==> src/logic/idct_pkg.sv <==
`default_nettype none

package idct_pkg;

    localparam int N_DIM      = 8;   // block side
    localparam int N_COEF     = 64;  // coefficients per block
    localparam int ADDR_W     = 6;
    localparam int SAMPLE_W   = 16;  // input coefficient width
    localparam int ACC_W      = 32;  // buffer, accumulator and output width
    localparam int COS_W      = 13;
    localparam int PROD_SHIFT = 8;   // applied to every product before the sum

    // C[k][j], row 0 is the scaled 1/sqrt(2) term
    localparam logic signed [COS_W-1:0] cos_table [N_DIM][N_DIM] = '{
        '{ 13'sd362,  13'sd362,  13'sd362,  13'sd362,
           13'sd362,  13'sd362,  13'sd362,  13'sd362},
        '{ 13'sd502,  13'sd426,  13'sd284,  13'sd100,
          -13'sd100, -13'sd284, -13'sd426, -13'sd502},
        '{ 13'sd473,  13'sd196, -13'sd196, -13'sd473,
          -13'sd473, -13'sd196,  13'sd196,  13'sd473},
        '{ 13'sd426, -13'sd100, -13'sd502, -13'sd284,
           13'sd284,  13'sd502,  13'sd100, -13'sd426},
        '{ 13'sd362, -13'sd362, -13'sd362,  13'sd362,
           13'sd362, -13'sd362, -13'sd362,  13'sd362},
        '{ 13'sd284, -13'sd502,  13'sd100,  13'sd426,
          -13'sd426, -13'sd100,  13'sd502, -13'sd284},
        '{ 13'sd196, -13'sd473,  13'sd473, -13'sd196,
          -13'sd196,  13'sd473, -13'sd473,  13'sd196},
        '{ 13'sd100, -13'sd284,  13'sd426, -13'sd502,
           13'sd502, -13'sd426,  13'sd284, -13'sd100}
    };

    typedef enum logic [1:0] {
        ST_LOAD   = 2'd0,  // filling buf_s from the input stream
        ST_PASS1  = 2'd1,  // buf_s -> buf_t
        ST_PASS2  = 2'd2,  // buf_t -> buf_s
        ST_UNLOAD = 2'd3   // draining buf_s to the output stream
    } ctrl_state_e;

    typedef struct packed {
        logic              enable;
        logic [ADDR_W-1:0] address;
        logic [ACC_W-1:0]  data;
    } ram_wr_t;

    // one k step of a 2x2 tile
    typedef struct packed {
        logic       step;   // valid step this cycle
        logic       first;  // k == 0, restart sums
        logic [2:0] k;
        logic [1:0] pair;   // column pair, columns 2p and 2p+1
    } mac_cmd_t;

    typedef struct packed {
        logic signed [ACC_W-1:0] aa;  // row r,   col 2p
        logic signed [ACC_W-1:0] ab;  // row r,   col 2p+1
        logic signed [ACC_W-1:0] ba;  // row r+1, col 2p
        logic signed [ACC_W-1:0] bb;  // row r+1, col 2p+1
    } quad_sum_t;

endpackage

`default_nettype wire

==> src/logic/mac_quad.sv <==
`timescale 1ns/10ps
`default_nettype none

module mac_quad (
    input  logic                          CLOCK,
    input  logic                          Resetn,
    input  idct_pkg::mac_cmd_t            cmd,
    input  logic                          pass,
    input  logic [idct_pkg::ACC_W-1:0]    s_rd_a,
    input  logic [idct_pkg::ACC_W-1:0]    s_rd_b,
    input  logic [idct_pkg::ACC_W-1:0]    t_rd_a,
    input  logic [idct_pkg::ACC_W-1:0]    t_rd_b,
    output logic                          tile_done,
    output idct_pkg::quad_sum_t           tile_sum
);

    idct_pkg::mac_cmd_t                  cmd_q;   // lines up with read data
    idct_pkg::mac_cmd_t                  cmd_q2;  // lines up with product register
    logic                                pass_q;
    logic signed [idct_pkg::ACC_W-1:0]   op_a;
    logic signed [idct_pkg::ACC_W-1:0]   op_b;
    logic signed [idct_pkg::COS_W-1:0]   cos_0;
    logic signed [idct_pkg::COS_W-1:0]   cos_1;
    idct_pkg::quad_sum_t                 prod_q;
    idct_pkg::quad_sum_t                 acc;

    // 32-bit wrapped product, then arithmetic shift
    function automatic logic signed [idct_pkg::ACC_W-1:0] scaled(
        input logic signed [idct_pkg::ACC_W-1:0] x,
        input logic signed [idct_pkg::COS_W-1:0] c
    );
        logic signed [idct_pkg::ACC_W-1:0] p;
        p = x * c;
        return p >>> idct_pkg::PROD_SHIFT;
    endfunction

    always_ff @(posedge CLOCK or negedge Resetn) begin
        if (!Resetn) begin
            cmd_q     <= '0;
            cmd_q2    <= '0;
            pass_q    <= 1'b0;
            tile_done <= 1'b0;
        end else begin
            cmd_q     <= cmd;
            cmd_q2    <= cmd_q;
            pass_q    <= pass;
            tile_done <= cmd_q2.step && (cmd_q2.k == 3'(idct_pkg::N_DIM - 1));
        end
    end

    assign op_a  = $signed(pass_q ? t_rd_a : s_rd_a);  // row r
    assign op_b  = $signed(pass_q ? t_rd_b : s_rd_b);  // row r+1
    assign cos_0 = idct_pkg::cos_table[cmd_q.k][{cmd_q.pair, 1'b0}];
    assign cos_1 = idct_pkg::cos_table[cmd_q.k][{cmd_q.pair, 1'b1}];

    always_ff @(posedge CLOCK) begin
        prod_q.aa <= scaled(op_a, cos_0);
        prod_q.ab <= scaled(op_a, cos_1);
        prod_q.ba <= scaled(op_b, cos_0);
        prod_q.bb <= scaled(op_b, cos_1);
    end

    always_ff @(posedge CLOCK) begin
        if (cmd_q2.step) begin
            if (cmd_q2.first) begin
                acc <= prod_q;
            end else begin
                acc.aa <= acc.aa + prod_q.aa;
                acc.ab <= acc.ab + prod_q.ab;
                acc.ba <= acc.ba + prod_q.ba;
                acc.bb <= acc.bb + prod_q.bb;
            end
        end
    end

    assign tile_sum = acc;  // held until the next tile starts

endmodule

`default_nettype wire

==> config.mk <==
export PLATFORM = sky130hd
export DESIGN_NAME = mac_quad
export DESIGN_NICKNAME = d
export VERILOG_FILES = /design/src/logic/idct_pkg.sv /design/src/logic/mac_quad.sv
export SDC_FILE = /design/constraint.sdc
export NUM_CORES = 2
export LEC_CHECK = 0
export ABC_AREA = 1
export BUFFER_PORTS_ARGS = -buffer_cell sky130_fd_sc_hd__buf_2
export CELL_PAD_IN_SITES_DETAIL_PLACEMENT = 1
export CELL_PAD_IN_SITES_GLOBAL_PLACEMENT = 1
export CORE_ASPECT_RATIO = 1.25
export CORE_MARGIN = 3
export CORE_UTILIZATION = 49
export DETAILED_ROUTE_END_ITERATION = 10
export PLACE_DENSITY = 0.84
export SYNTH_ARGS = -nofsm -noshare
export SYNTH_HDL_FRONTEND = slang
export SYNTH_SLANG_ARGS = --single-unit
==> constraint.sdc <==
create_clock -name CLOCK -period 7.4 [get_ports CLOCK]
set_clock_uncertainty 0.15 [all_clocks]
set_input_delay 1.11 -clock CLOCK [delete_from_list [all_inputs] [get_ports CLOCK]]
set_output_delay 1.11 -clock CLOCK [all_outputs]
set_load 0.02 [all_outputs]
==> impl_metrics.json <==
{
  "endpoint_kind": "flop",
  "htree_levels": 1,
  "die_w_um": 308,
  "synth_area_sq_mm": 0.0558,
  "r2r_setup_slack_ns": 0.27,
  "status": "finished, final reports clean",
  "slew-limit-headroom_pct": 42.4,
  "clk_latency_ns": 0.65,
  "cts_tree": "built",
  "synthesis.nets": 8774,
  "drive_gt1_share_pct": 9.32,
  "yosys_warnings": 0,
  "hold_buffers": 0,
  "ys.flop_type": "edfxtp_1",
  "ant_nets": 0,
  "cap_viol_max_count": 0,
  "grt_pass1_wl_um": 314000,
  "layout.area.seq_sq_mm": 0.00613,
  "period_needed_ns": 7.13,
  "synthTopCellsByArea": "fa_1 (36%), nand2_1 (12%), ha_1 (9.7%)",
  "hold_viol_final": 0,
  "finalNetCount": 9070,
  "wl_per_cell_um": 22.5,
  "place_area_sq_mm": 0.0597,
  "critical_path_class": "reg -> reg",
  "dieArea_sq_mm": 0.118,
  "worstHoldPathCells": 0,
  "netlist.area_leader.share_pct": 36.4,
  "worstHoldStart": "cmd_q[6]",
  "cts.path.max_buffers": 3,
  "antenna_found_initial": 7,
  "synth_edf_count": 128,
  "final_cell_mix": "nand2_1 (1,719), inv_1 (1,393), fa_1 (1,015), nor2_1 (733), ha_1 (432)",
  "drc": 0,
  "grt_start_max_net_pins": 82,
  "final_common_cell": "nand2_1",
  "dr.pass1.iters": 8,
  "gp_congestion": 0.991,
  "synth_area_per_cell_sq_um": 7.76,
  "port-buffer-count": 266,
  "synth_cells": 7187,
  "synthDistinctLibCells": 53,
  "r2r_cells": 24,
  "overflow": 0,
  "dpl.hpwl_um": 169000,
  "grt_pass1_vias": 56500,
  "setup_violations": 0,
  "worstMarginPinSlew_ns": 0.863,
  "grt_usage_pct": 34.4,
  "design.core.area_sq_mm": 0.112,
  "totalWireLength_um": 202000,
  "ios": 267,
  "cts_root_buffer": "clkbuf_16",
  "fin_crit_sh_pct": 96.3,
  "vias": 50700,
  "synth_top_area_cell": "fa_1",
  "maxSlewViolCount": 0,
  "setup.worst_path.start_class": "flop",
  "cp.required_ns": 7.72,
  "area_growth_pct": 9.43,
  "crit_arrival_ns": 7.45,
  "nFillCells": 14100,
  "hold_end": "cmd_q2[6]",
  "cp_max_fo": 17,
  "rr_startpoint": "cmd_q[2]",
  "synth_seq_area_share_pct": 11.0,
  "die_height_um": 383,
  "vias_per_cell": 5.65,
  "fmax_ghz": 0.140,
  "synthArstFlopShare_pct": 5.88,
  "cts_sinks": 238,
  "path_clk_slew_ns": 0.10,
  "min_path_type": "reg -> reg",
  "ys_ff_latch": 238,
  "drtIter0Drc": 3494,
  "r2r-end": "prod_q[85]",
  "cts_made_buffers": 30,
  "num_rows": 137,
  "final_area_sq_mm": 0.0610,
  "initial_utilization_pct": 49.7,
  "multi_input_area_sq_mm": 0.0434
}
[metrics by stage]
step / TNS (ns) / hold slack [ns] / instances / worst slack [ns] / utilization (%)
floorplan: 0 / 0.181 / 7187 / 0.610 / -
global placement: 0 / 0.197 / 8899 / 0.226 / 53.2
detailed placement: 0 / 0.187 / 8899 / 0.0510 / 53.2
CTS: 0 / 0.199 / 8955 / 0.0420 / 54.1
global route: -0.0222 / 0.201 / 8966 / -0.0160 / 54.3
finish: 0 / 0.193 / 8971 / 0.270 / 54.3
[cells by family (layout without fill, tap and decap cells)]
kind of cell	count (synthesis)	count (layout)	synth area share, %
xor+xnor	139	139	2.18
other cells	0	5	0
fa+ha+maj	1449	1449	46.2
flops	238	238	11.0
simple gates	2934	2934	21.3
compound gates	776	776	8.05
buf+inv	1651	1971	11.4
[sequential cells by signal, summed over array words and instances (netlist names)]
signal / cells
cmd_q: 7
tile_sum: 128
pass_q: 1
prod_q: 96
cmd_q2: 5
tile_done: 1
[cell type report]
type	instances	share of cell area [%]
timing repair buffer	489	5.28
multi-input combinational	5298	71.1
clock buffer	37	1.48
tap	1459	2.99
sequential	238	10.0
clock inverter	19	0.256
antenna	5	0.0205
inverter	1426	8.83
[how the worst max path moves through the flow]
stage / from / endpoint / slack [ns] / cells after the start
floorplan: cmd_q[3] / prod_q[118] / 0.61 / 30
global placement: s_rd_b[8] / prod_q[22] / 0.23 / 27
detailed placement: s_rd_b[8] / prod_q[22] / 0.05 / 27
CTS: cmd_q[2] / prod_q[22] / 0.04 / 32
global route: cmd_q[2] / prod_q[78] / -0.02 / 28
finish: cmd_q[2] / prod_q[85] / 0.27 / 24
[Yosys cell counts, types with 50 or more instances]
cell type,n
nand2_1,1723
inv_1,1395
fa_1,1015
nor2_1,736
ha_1,434
a21oi_1,300
nand3_1,262
o21ai_0,229
clkbuf_1,128
edfxtp_1,128
xor2_1,101
dfxtp_1,96
or2_2,56
nor3_1,50
[worst max-delay path, stage by stage, from the launching register on]
cell     delay (ns)
dfrtp_1        0.42
buf_4          0.18
ha_1           0.28
nand2_1        0.16
nand3_1        0.12
nand3_2        0.16
nand2_4        0.16
inv_2          0.26
buf_12         0.21
nand2_1        0.10
fa_1           0.52
inv_1          0.06
fa_1           0.48
fa_1           0.53
fa_1           0.59
fa_1           0.45
ha_1           0.30
ha_1           0.38
a21oi_1        0.28
o21ai_0        0.20
a21oi_1        0.39
o221a_2        0.29
nand2_1        0.06
nand2_1        0.06
nand2_1        0.13
[routing by layer]
metal / up-vias / track usage (%) / part of all wire [%]
li1: 22600 / - / -
met1: 25600 / 42.8 / 40
met2: 1906 / 58.8 / 48
met3: 568 / 5.42 / 7.1
met4: 8 / 15.5 / 5.1
met5: - / 0 / 0.029
[repair_timing]
action                                 4_1_cts  5_1_grt
buffers inserted                             0       11
endpoints found under the hold margin        0        0
gates resized for setup                      0       42
setup endpoints to repair                    0       39
Power is not shown: default switching activity piles up to over one toggle a cycle in this logic, so the estimate is an artifact.
