==> src/logic/idct_pkg.sv <==
`default_nettype none

package idct_pkg;

    localparam int N_DIM      = 8;   // block side
    localparam int N_COEF     = 64;  // coefficients per block
    localparam int ADDR_W     = 6;
    localparam int SAMPLE_W   = 16;  // input coefficient width
    localparam int ACC_W      = 32;  // buffer, accumulator and output width
    localparam int COS_W      = 13;
    localparam int PROD_SHIFT = 8;   // applied to every product before the sum

    // C[k][j], row 0 is the scaled 1/sqrt(2) term
    localparam logic signed [COS_W-1:0] cos_table [N_DIM][N_DIM] = '{
        '{ 13'sd362,  13'sd362,  13'sd362,  13'sd362,
           13'sd362,  13'sd362,  13'sd362,  13'sd362},
        '{ 13'sd502,  13'sd426,  13'sd284,  13'sd100,
          -13'sd100, -13'sd284, -13'sd426, -13'sd502},
        '{ 13'sd473,  13'sd196, -13'sd196, -13'sd473,
          -13'sd473, -13'sd196,  13'sd196,  13'sd473},
        '{ 13'sd426, -13'sd100, -13'sd502, -13'sd284,
           13'sd284,  13'sd502,  13'sd100, -13'sd426},
        '{ 13'sd362, -13'sd362, -13'sd362,  13'sd362,
           13'sd362, -13'sd362, -13'sd362,  13'sd362},
        '{ 13'sd284, -13'sd502,  13'sd100,  13'sd426,
          -13'sd426, -13'sd100,  13'sd502, -13'sd284},
        '{ 13'sd196, -13'sd473,  13'sd473, -13'sd196,
          -13'sd196,  13'sd473, -13'sd473,  13'sd196},
        '{ 13'sd100, -13'sd284,  13'sd426, -13'sd502,
           13'sd502, -13'sd426,  13'sd284, -13'sd100}
    };

    typedef enum logic [1:0] {
        ST_LOAD   = 2'd0,  // filling buf_s from the input stream
        ST_PASS1  = 2'd1,  // buf_s -> buf_t
        ST_PASS2  = 2'd2,  // buf_t -> buf_s
        ST_UNLOAD = 2'd3   // draining buf_s to the output stream
    } ctrl_state_e;

    typedef struct packed {
        logic              enable;
        logic [ADDR_W-1:0] address;
        logic [ACC_W-1:0]  data;
    } ram_wr_t;

    // one k step of a 2x2 tile
    typedef struct packed {
        logic       step;   // valid step this cycle
        logic       first;  // k == 0, restart sums
        logic [2:0] k;
        logic [1:0] pair;   // column pair, columns 2p and 2p+1
    } mac_cmd_t;

    typedef struct packed {
        logic signed [ACC_W-1:0] aa;  // row r,   col 2p
        logic signed [ACC_W-1:0] ab;  // row r,   col 2p+1
        logic signed [ACC_W-1:0] ba;  // row r+1, col 2p
        logic signed [ACC_W-1:0] bb;  // row r+1, col 2p+1
    } quad_sum_t;

endpackage

`default_nettype wire

==> src/logic/idct_ctrl.sv <==
`timescale 1ns/10ps
`default_nettype none

module idct_ctrl (
    input  logic                             CLOCK,
    input  logic                             Resetn,
    input  logic                             in_valid,
    input  logic [idct_pkg::SAMPLE_W-1:0]    in_data,
    output logic                             in_ready,
    output logic                             out_valid,
    output logic [idct_pkg::ACC_W-1:0]       out_data,
    input  logic                             out_ready,
    output idct_pkg::ram_wr_t                buf_s_wr,
    output idct_pkg::ram_wr_t                buf_t_wr,
    output logic [idct_pkg::ADDR_W-1:0]      s_rd_addr_a,
    output logic [idct_pkg::ADDR_W-1:0]      s_rd_addr_b,
    output logic [idct_pkg::ADDR_W-1:0]      t_rd_addr_a,
    output logic [idct_pkg::ADDR_W-1:0]      t_rd_addr_b,
    input  logic [idct_pkg::ACC_W-1:0]       s_rd_a,
    output idct_pkg::mac_cmd_t               mac_cmd,
    output logic                             pass,
    input  logic                             tile_done,
    input  idct_pkg::quad_sum_t              tile_sum
);

    idct_pkg::ctrl_state_e              state;
    logic [idct_pkg::ADDR_W-1:0]        cnt;       // load / unload word index
    logic [1:0]                         row_pair;  // tile rows 2*row_pair, +1
    logic [1:0]                         col_pair;
    logic [2:0]                         k;
    logic                               issue;     // k steps going out
    logic                               wb_busy;
    logic [1:0]                         wb_idx;    // aa, ab, ba, bb
    logic [1:0]                         fetch;     // unload read pipeline
    logic [idct_pkg::ADDR_W-1:0]        row_addr_a;
    logic [idct_pkg::ADDR_W-1:0]        row_addr_b;
    logic [idct_pkg::ADDR_W-1:0]        wb_addr;
    logic [idct_pkg::ACC_W-1:0]         wb_data;
    logic                               last_word;
    logic                               last_tile;

    assign last_word = (cnt == idct_pkg::ADDR_W'(idct_pkg::N_COEF - 1));
    assign last_tile = (row_pair == 2'd3) && (col_pair == 2'd3);

    always_ff @(posedge CLOCK or negedge Resetn) begin
        if (!Resetn) begin
            state     <= idct_pkg::ST_LOAD;
            cnt       <= '0;
            row_pair  <= '0;
            col_pair  <= '0;
            k         <= '0;
            issue     <= 1'b0;
            wb_busy   <= 1'b0;
            wb_idx    <= '0;
            fetch     <= '0;
            out_valid <= 1'b0;
        end else begin
            case (state)
                idct_pkg::ST_LOAD: begin
                    if (in_valid) begin
                        cnt <= cnt + 1'b1;  // wraps to 0 after the last word
                        if (last_word) begin
                            state <= idct_pkg::ST_PASS1;
                            issue <= 1'b1;
                        end
                    end
                end
                idct_pkg::ST_PASS1, idct_pkg::ST_PASS2: begin
                    if (issue) begin
                        k <= k + 1'b1;
                        if (k == 3'(idct_pkg::N_DIM - 1)) begin
                            issue <= 1'b0;
                        end
                    end
                    if (tile_done) begin
                        wb_busy <= 1'b1;
                        wb_idx  <= '0;
                    end
                    if (wb_busy) begin
                        wb_idx <= wb_idx + 1'b1;
                        if (wb_idx == 2'd3) begin
                            wb_busy  <= 1'b0;
                            col_pair <= col_pair + 1'b1;
                            if (col_pair == 2'd3) begin
                                row_pair <= row_pair + 1'b1;
                            end
                            if (!last_tile) begin
                                issue <= 1'b1;
                            end else if (state == idct_pkg::ST_PASS1) begin
                                state <= idct_pkg::ST_PASS2;
                                issue <= 1'b1;
                            end else begin
                                state <= idct_pkg::ST_UNLOAD;
                                fetch <= 2'b01;
                            end
                        end
                    end
                end
                idct_pkg::ST_UNLOAD: begin
                    fetch <= {fetch[0], 1'b0};
                    if (fetch[1]) begin
                        out_valid <= 1'b1;
                    end
                    if (out_valid && out_ready) begin
                        out_valid <= 1'b0;
                        cnt       <= cnt + 1'b1;
                        if (last_word) begin
                            state <= idct_pkg::ST_LOAD;
                        end else begin
                            fetch <= 2'b01;
                        end
                    end
                end
                default: state <= idct_pkg::ST_LOAD;
            endcase
        end
    end

    // output holding register, stable under back-pressure
    always_ff @(posedge CLOCK) begin
        if (state == idct_pkg::ST_UNLOAD && fetch[1]) begin
            out_data <= s_rd_a;
        end
    end

    assign in_ready = (state == idct_pkg::ST_LOAD);
    assign pass     = (state == idct_pkg::ST_PASS2);

    assign row_addr_a = {row_pair, 1'b0, k};  // element (r, k)
    assign row_addr_b = {row_pair, 1'b1, k};  // element (r+1, k)

    // results go out transposed: column index becomes the row
    assign wb_addr = {col_pair, wb_idx[0], row_pair, wb_idx[1]};

    always_comb begin
        case (wb_idx)
            2'd0:    wb_data = tile_sum.aa;
            2'd1:    wb_data = tile_sum.ab;
            2'd2:    wb_data = tile_sum.ba;
            default: wb_data = tile_sum.bb;
        endcase
    end

    assign s_rd_addr_a = (state == idct_pkg::ST_UNLOAD) ? cnt : row_addr_a;
    assign s_rd_addr_b = row_addr_b;
    assign t_rd_addr_a = row_addr_a;
    assign t_rd_addr_b = row_addr_b;

    assign mac_cmd.step  = issue;
    assign mac_cmd.first = (k == 3'd0);
    assign mac_cmd.k     = k;
    assign mac_cmd.pair  = col_pair;

    always_comb begin
        buf_s_wr = '0;
        if (state == idct_pkg::ST_LOAD) begin
            buf_s_wr.enable  = in_valid;
            buf_s_wr.address = cnt;
            buf_s_wr.data    = {{(idct_pkg::ACC_W - idct_pkg::SAMPLE_W){in_data[idct_pkg::SAMPLE_W-1]}},
                                in_data};
        end else if (state == idct_pkg::ST_PASS2) begin
            buf_s_wr.enable  = wb_busy;  // final S, row-major
            buf_s_wr.address = wb_addr;
            buf_s_wr.data    = wb_data;
        end
    end

    assign buf_t_wr.enable  = wb_busy && (state == idct_pkg::ST_PASS1);
    assign buf_t_wr.address = wb_addr;
    assign buf_t_wr.data    = wb_data;

endmodule

`default_nettype wire

==> config.mk <==
export PLATFORM = sky130hd
export DESIGN_NAME = idct_ctrl
export DESIGN_NICKNAME = d
export VERILOG_FILES = /design/src/logic/idct_pkg.sv /design/src/logic/idct_ctrl.sv
export SDC_FILE = /design/constraint.sdc
export NUM_CORES = 1
export LEC_CHECK = 0
export BUFFER_PORTS_ARGS = -buffer_cell sky130_fd_sc_hd__buf_4
export CAP_MARGIN = 20
export CORE_AREA = 2 2 125 127
export DETAILED_ROUTE_END_ITERATION = 8
export DIE_AREA = 0 0 127 129
export GPL_TIMING_DRIVEN = 0
export PLACE_DENSITY_LB_ADDON = 0.1
export SYNTH_ARGS = -nofsm -noshare
export SYNTH_HDL_FRONTEND = slang
export SYNTH_SLANG_ARGS = --single-unit
==> constraint.sdc <==
create_clock -name CLOCK -period 2.41 [get_ports CLOCK]
set_input_delay 0.241 -clock CLOCK [delete_from_list [all_inputs] [get_ports CLOCK]]
set_output_delay 0.241 -clock CLOCK [all_outputs]
set_load 0.1 [all_outputs]
==> out/qor.tcl <==
set qor(result_of_the_run) {finished, violations left}
set qor(violated_checks) {negative setup slack}
set qor(cts.htree.levels) 2
set qor(hp-class) {in -> reg}
set qor(grt_first_pass_wirelength_um) 25400
set qor(crit_type) {reg -> out}
set qor(layout.cells.non_filler) 911
set qor(final_layout_size_suffix_gt1_share_pct) 70.4
set qor(antenna_found_initial) 0
set qor(drv.max_cap_violation_count) 0
set qor(cts_tree) {done}
set qor(initial_core_util_pct) 24.6
set qor(totalNegativeSetupSlack_ns) -0.879
set qor(cts_buffers) 5
set qor(crit_path_start_kind) {flop}
set qor(max_stage_delay_ns) 0.56
set qor(mostFrequentLayoutCells) {317 x sky130_fd_sc_hd__buf_4, 46 x sky130_fd_sc_hd__buf_12, 39 x sky130_fd_sc_hd__inv_1}
set qor(clock_insertion_delay_worst_skew_ns) 0.29
set qor(max_fo_critical_path) 5
set qor(crit_path_end_kind) {output port}
set qor(number_of_i_o_pins) 325
set qor(postRouteAntennaNets) 0
set qor(dpl.cell_count) 864
set qor(vias_in_the_first_global_route) 4456
set qor(synth-seq-area-share_pct) 41.0
set qor(timing_worst_slew_pin_value_ns) 0.812
set qor(syn_avg_cell_area_um2) 10.4
set qor(global_route.usage.total_pct) 20.0
set qor(numClockSinks) 54
set qor(ys_top_cells_by_area) {sky130_fd_sc_hd__edfxtp_1 26%, sky130_fd_sc_hd__dfrtp_1 15%, sky130_fd_sc_hd__a222oi_1 8.7%}
set qor(worstPathCellList) {ha_4, buf_4, a222oi_1, mux2i_4, a22o_4, buf_12}
set qor(ff_latch_count_synth) 54
set qor(final_nets) 918
set qor(gp_routability_congestion) 0.807
set qor(cell_area_after_synthesis_um2) 3680
set qor(drc_marker_count_from_the_first_detailed_route_iteration) 240
set qor(number_of_hold_slack_violations_in_the_final_timing_report) 0
set qor(max-slew-margin-rel_pct) 45.9
set qor(drt-wirelength-per-cell_um) 19.5
set qor(placement_rows) 45
set qor(post_drt_via_cell_ratio) 4.88
set qor(post-route-drc-count) 0
set qor(clk_transition_reported_paths_ns) 0.07
set qor(final_antenna_diode_count) 0
set qor(crit_slowest_cell) {sky130_fd_sc_hd__a222oi_1}
set qor(detailedRoute.firstPassIterationCount) 6
set qor(portion_of_the_clock_cycle_consumed_by_the_worst_path_in_the_final_layout_pct) 105
set qor(synthDominantAreaCellType) {sky130_fd_sc_hd__edfxtp_1}
set qor(final_std_cell_area_no_fill_um2) 8450
set qor(ys.warnings.count) 0
set qor(arrival_ns) 2.28
set qor(yosysTopAreaCellShare_pct) 26.1
set qor(grt-ovfl-total) 0
set qor(layout.cells.most_common) {sky130_fd_sc_hd__buf_4}
set qor(timing.critical_path.buf_inv) 2
set qor(timing_max_transition_violations_final) 0
set qor(final_period_minus_worst_setup_slack_ns) 2.52
set qor(grt_start_max_net_pins) 23
set qor(area_inside_the_core_boundary_um2) 15000
set qor(crit_path_max_delay_family) {compound AO/OA/AOI/OAI gates}
set qor(floorplan.die.height_um) 129
set qor(die-width_um) 127
set qor(wl_um) 17800
set qor(fmaxAchievable_ghz) 0.396
set qor(post_synth_inst_count) 354
set qor(fin_worst_setup_slack_ns) -0.114
set qor(critical_path_required_ns) 2.17
set qor(die_area_um2) 16400
set qor(area.growth.synth_to_final_pct) 129
set qor(grt_setup_unrepaired) {yes}
set qor(finalSetupViolCount) 23
set qor(post-dp-hpwl_um) 13900
set qor(nFillCells) 1306
set qor(placement_stage_cell_area_um2) 7240
set qor(place.port_buffers) 320
set qor(cts_max_path_buffers) 2
set qor(ctsRootBufferMaster) {sky130_fd_sc_hd__clkbuf_16}
set qor(fin_skew_ns) 0.00560
set qor(via_count_of_the_routed_design) 4443
set qor(synthDistinctLibCells) 36
-- repair_timing --
item / CTS / global route
buffers inserted: 29 / 8
endpoints found under the setup margin: 47 / 65
pin swaps: 33 / 27
resized for setup: 139 / 52
hold endpoints to repair: 22 / 0
gates cloned: 1 / 1
hold buffers: 1 / 0
-- worst paths after layout --
kind / cells after the start / endpoint / slack, ns / start
max reg2reg: 4 / out_data[6]$_DFFE_PP_ / 0.45 / state[1]$_DFFE_PN0P_
max: 6 / buf_s_wr[1] / -0.11 / wb_idx[0]$_DFFE_PN0P_
min in group asynchronous: 2 / fetch[1]$_DFFE_PN0P_ / 0.37 / Resetn
max in group asynchronous: 2 / wb_idx[0]$_DFFE_PN0P_ / 1.76 / Resetn
min: 1 / out_data[23]$_DFFE_PP_ / 0.12 / s_rd_a[23]
min reg2reg: 1 / fetch[0]$_DFFE_PN0P_ / 0.52 / fetch[0]$_DFFE_PN0P_
-- worst reg2reg max path, delay by kind of cell (launching register included) --
kind                       cells  cell delay (ns)
and+or+nand+nor                1             0.65
adders and majority gates      1             0.18
DFF                            1             0.44
buffers and inverters          2             0.40
-- sequential cells by signal (all words and copies together) (netlist names) --
| register | flops |
|---|---|
| wb_idx | 2 |
| col_pair | 2 |
| out_valid | 1 |
| k | 3 |
| out_data | 32 |
| state | 2 |
| cnt | 6 |
| fetch | 2 |
| issue | 1 |
| wb_busy | 1 |
| row_pair | 2 |
-- layer usage --
metal	GRT usage, %	vias to the layer above	share of wire, %
met4	3.68	0	1.5
met5	0	-	0
met1	23.7	2152	37
li1	-	2057	-
met2	38.2	209	55
met3	3.66	25	6.7
-- kinds of logic after synthesis --
family,after synthesis,synth area share (%)
compound gates,93,21.6
buf+inv,91,12.2
flops,54,41.0
simple gates,50,6.52
mux,41,11.4
fa+ha+maj,15,5.09
xor+xnor,8,1.90
other cells,2,0.204
-- synth_stat cells --
master	n
sky130_fd_sc_hd__and3_1	2
sky130_fd_sc_hd__o22ai_1	2
sky130_fd_sc_hd__mux2i_1	32
sky130_fd_sc_hd__nand4_1	4
sky130_fd_sc_hd__and2b_1	1
sky130_fd_sc_hd__o31ai_2	1
sky130_fd_sc_hd__buf_1	4
sky130_fd_sc_hd__nand2b_1	1
sky130_fd_sc_hd__nand2_1	24
sky130_fd_sc_hd__nor2_1	5
sky130_fd_sc_hd__a22o_1	33
sky130_fd_sc_hd__nand3_1	4
sky130_fd_sc_hd__o211a_1	1
sky130_fd_sc_hd__a32o_1	1
sky130_fd_sc_hd__ha_1	15
sky130_fd_sc_hd__buf_2	20
sky130_fd_sc_hd__xnor2_1	6
sky130_fd_sc_hd__nor3_1	1
sky130_fd_sc_hd__o31ai_1	1
sky130_fd_sc_hd__conb_1	2
sky130_fd_sc_hd__and2_1	3
sky130_fd_sc_hd__nor2b_1	3
sky130_fd_sc_hd__a21oi_1	2
sky130_fd_sc_hd__buf_4	22
sky130_fd_sc_hd__a211oi_4	1
sky130_fd_sc_hd__clkbuf_1	3
sky130_fd_sc_hd__mux2_2	9
sky130_fd_sc_hd__xor2_1	2
sky130_fd_sc_hd__a31oi_1	6
sky130_fd_sc_hd__and4_1	2
sky130_fd_sc_hd__a222oi_1	32
sky130_fd_sc_hd__inv_1	42
sky130_fd_sc_hd__o211ai_1	1
sky130_fd_sc_hd__edfxtp_1	32
sky130_fd_sc_hd__o21ai_0	12
sky130_fd_sc_hd__dfrtp_1	22
-- area by class of cell --
class / instances / area, um^2 / area share [%]
plain buffers: 48 / 435 / 5.15
repair buffers: 361 / 3400 / 40.2
multi-input cells: 210 / 2530 / 30.0
clock inverters: 2 / 37.5 / 0.444
clock buffers: 6 / 129 / 1.53
flip-flops and latches: 54 / 1520 / 18.0
inverters: 42 / 163 / 1.93
well taps: 188 / 235 / 2.78
-- metrics by stage --
stage                     setup WS (ns)  util (%)  hold WS [ns]
after CTS                        -0.138      54.6         0.109
after floorplan                  -0.138         -       -0.0546
after detailed placement         -0.178      48.4         0.153
final                            -0.114      56.4         0.118
after global placement           -0.156      48.2         0.155
after global routing             -0.192      56.4         0.104
Power is not shown: default switching activity piles up to over one toggle a cycle in this logic, so the estimate is an artifact.
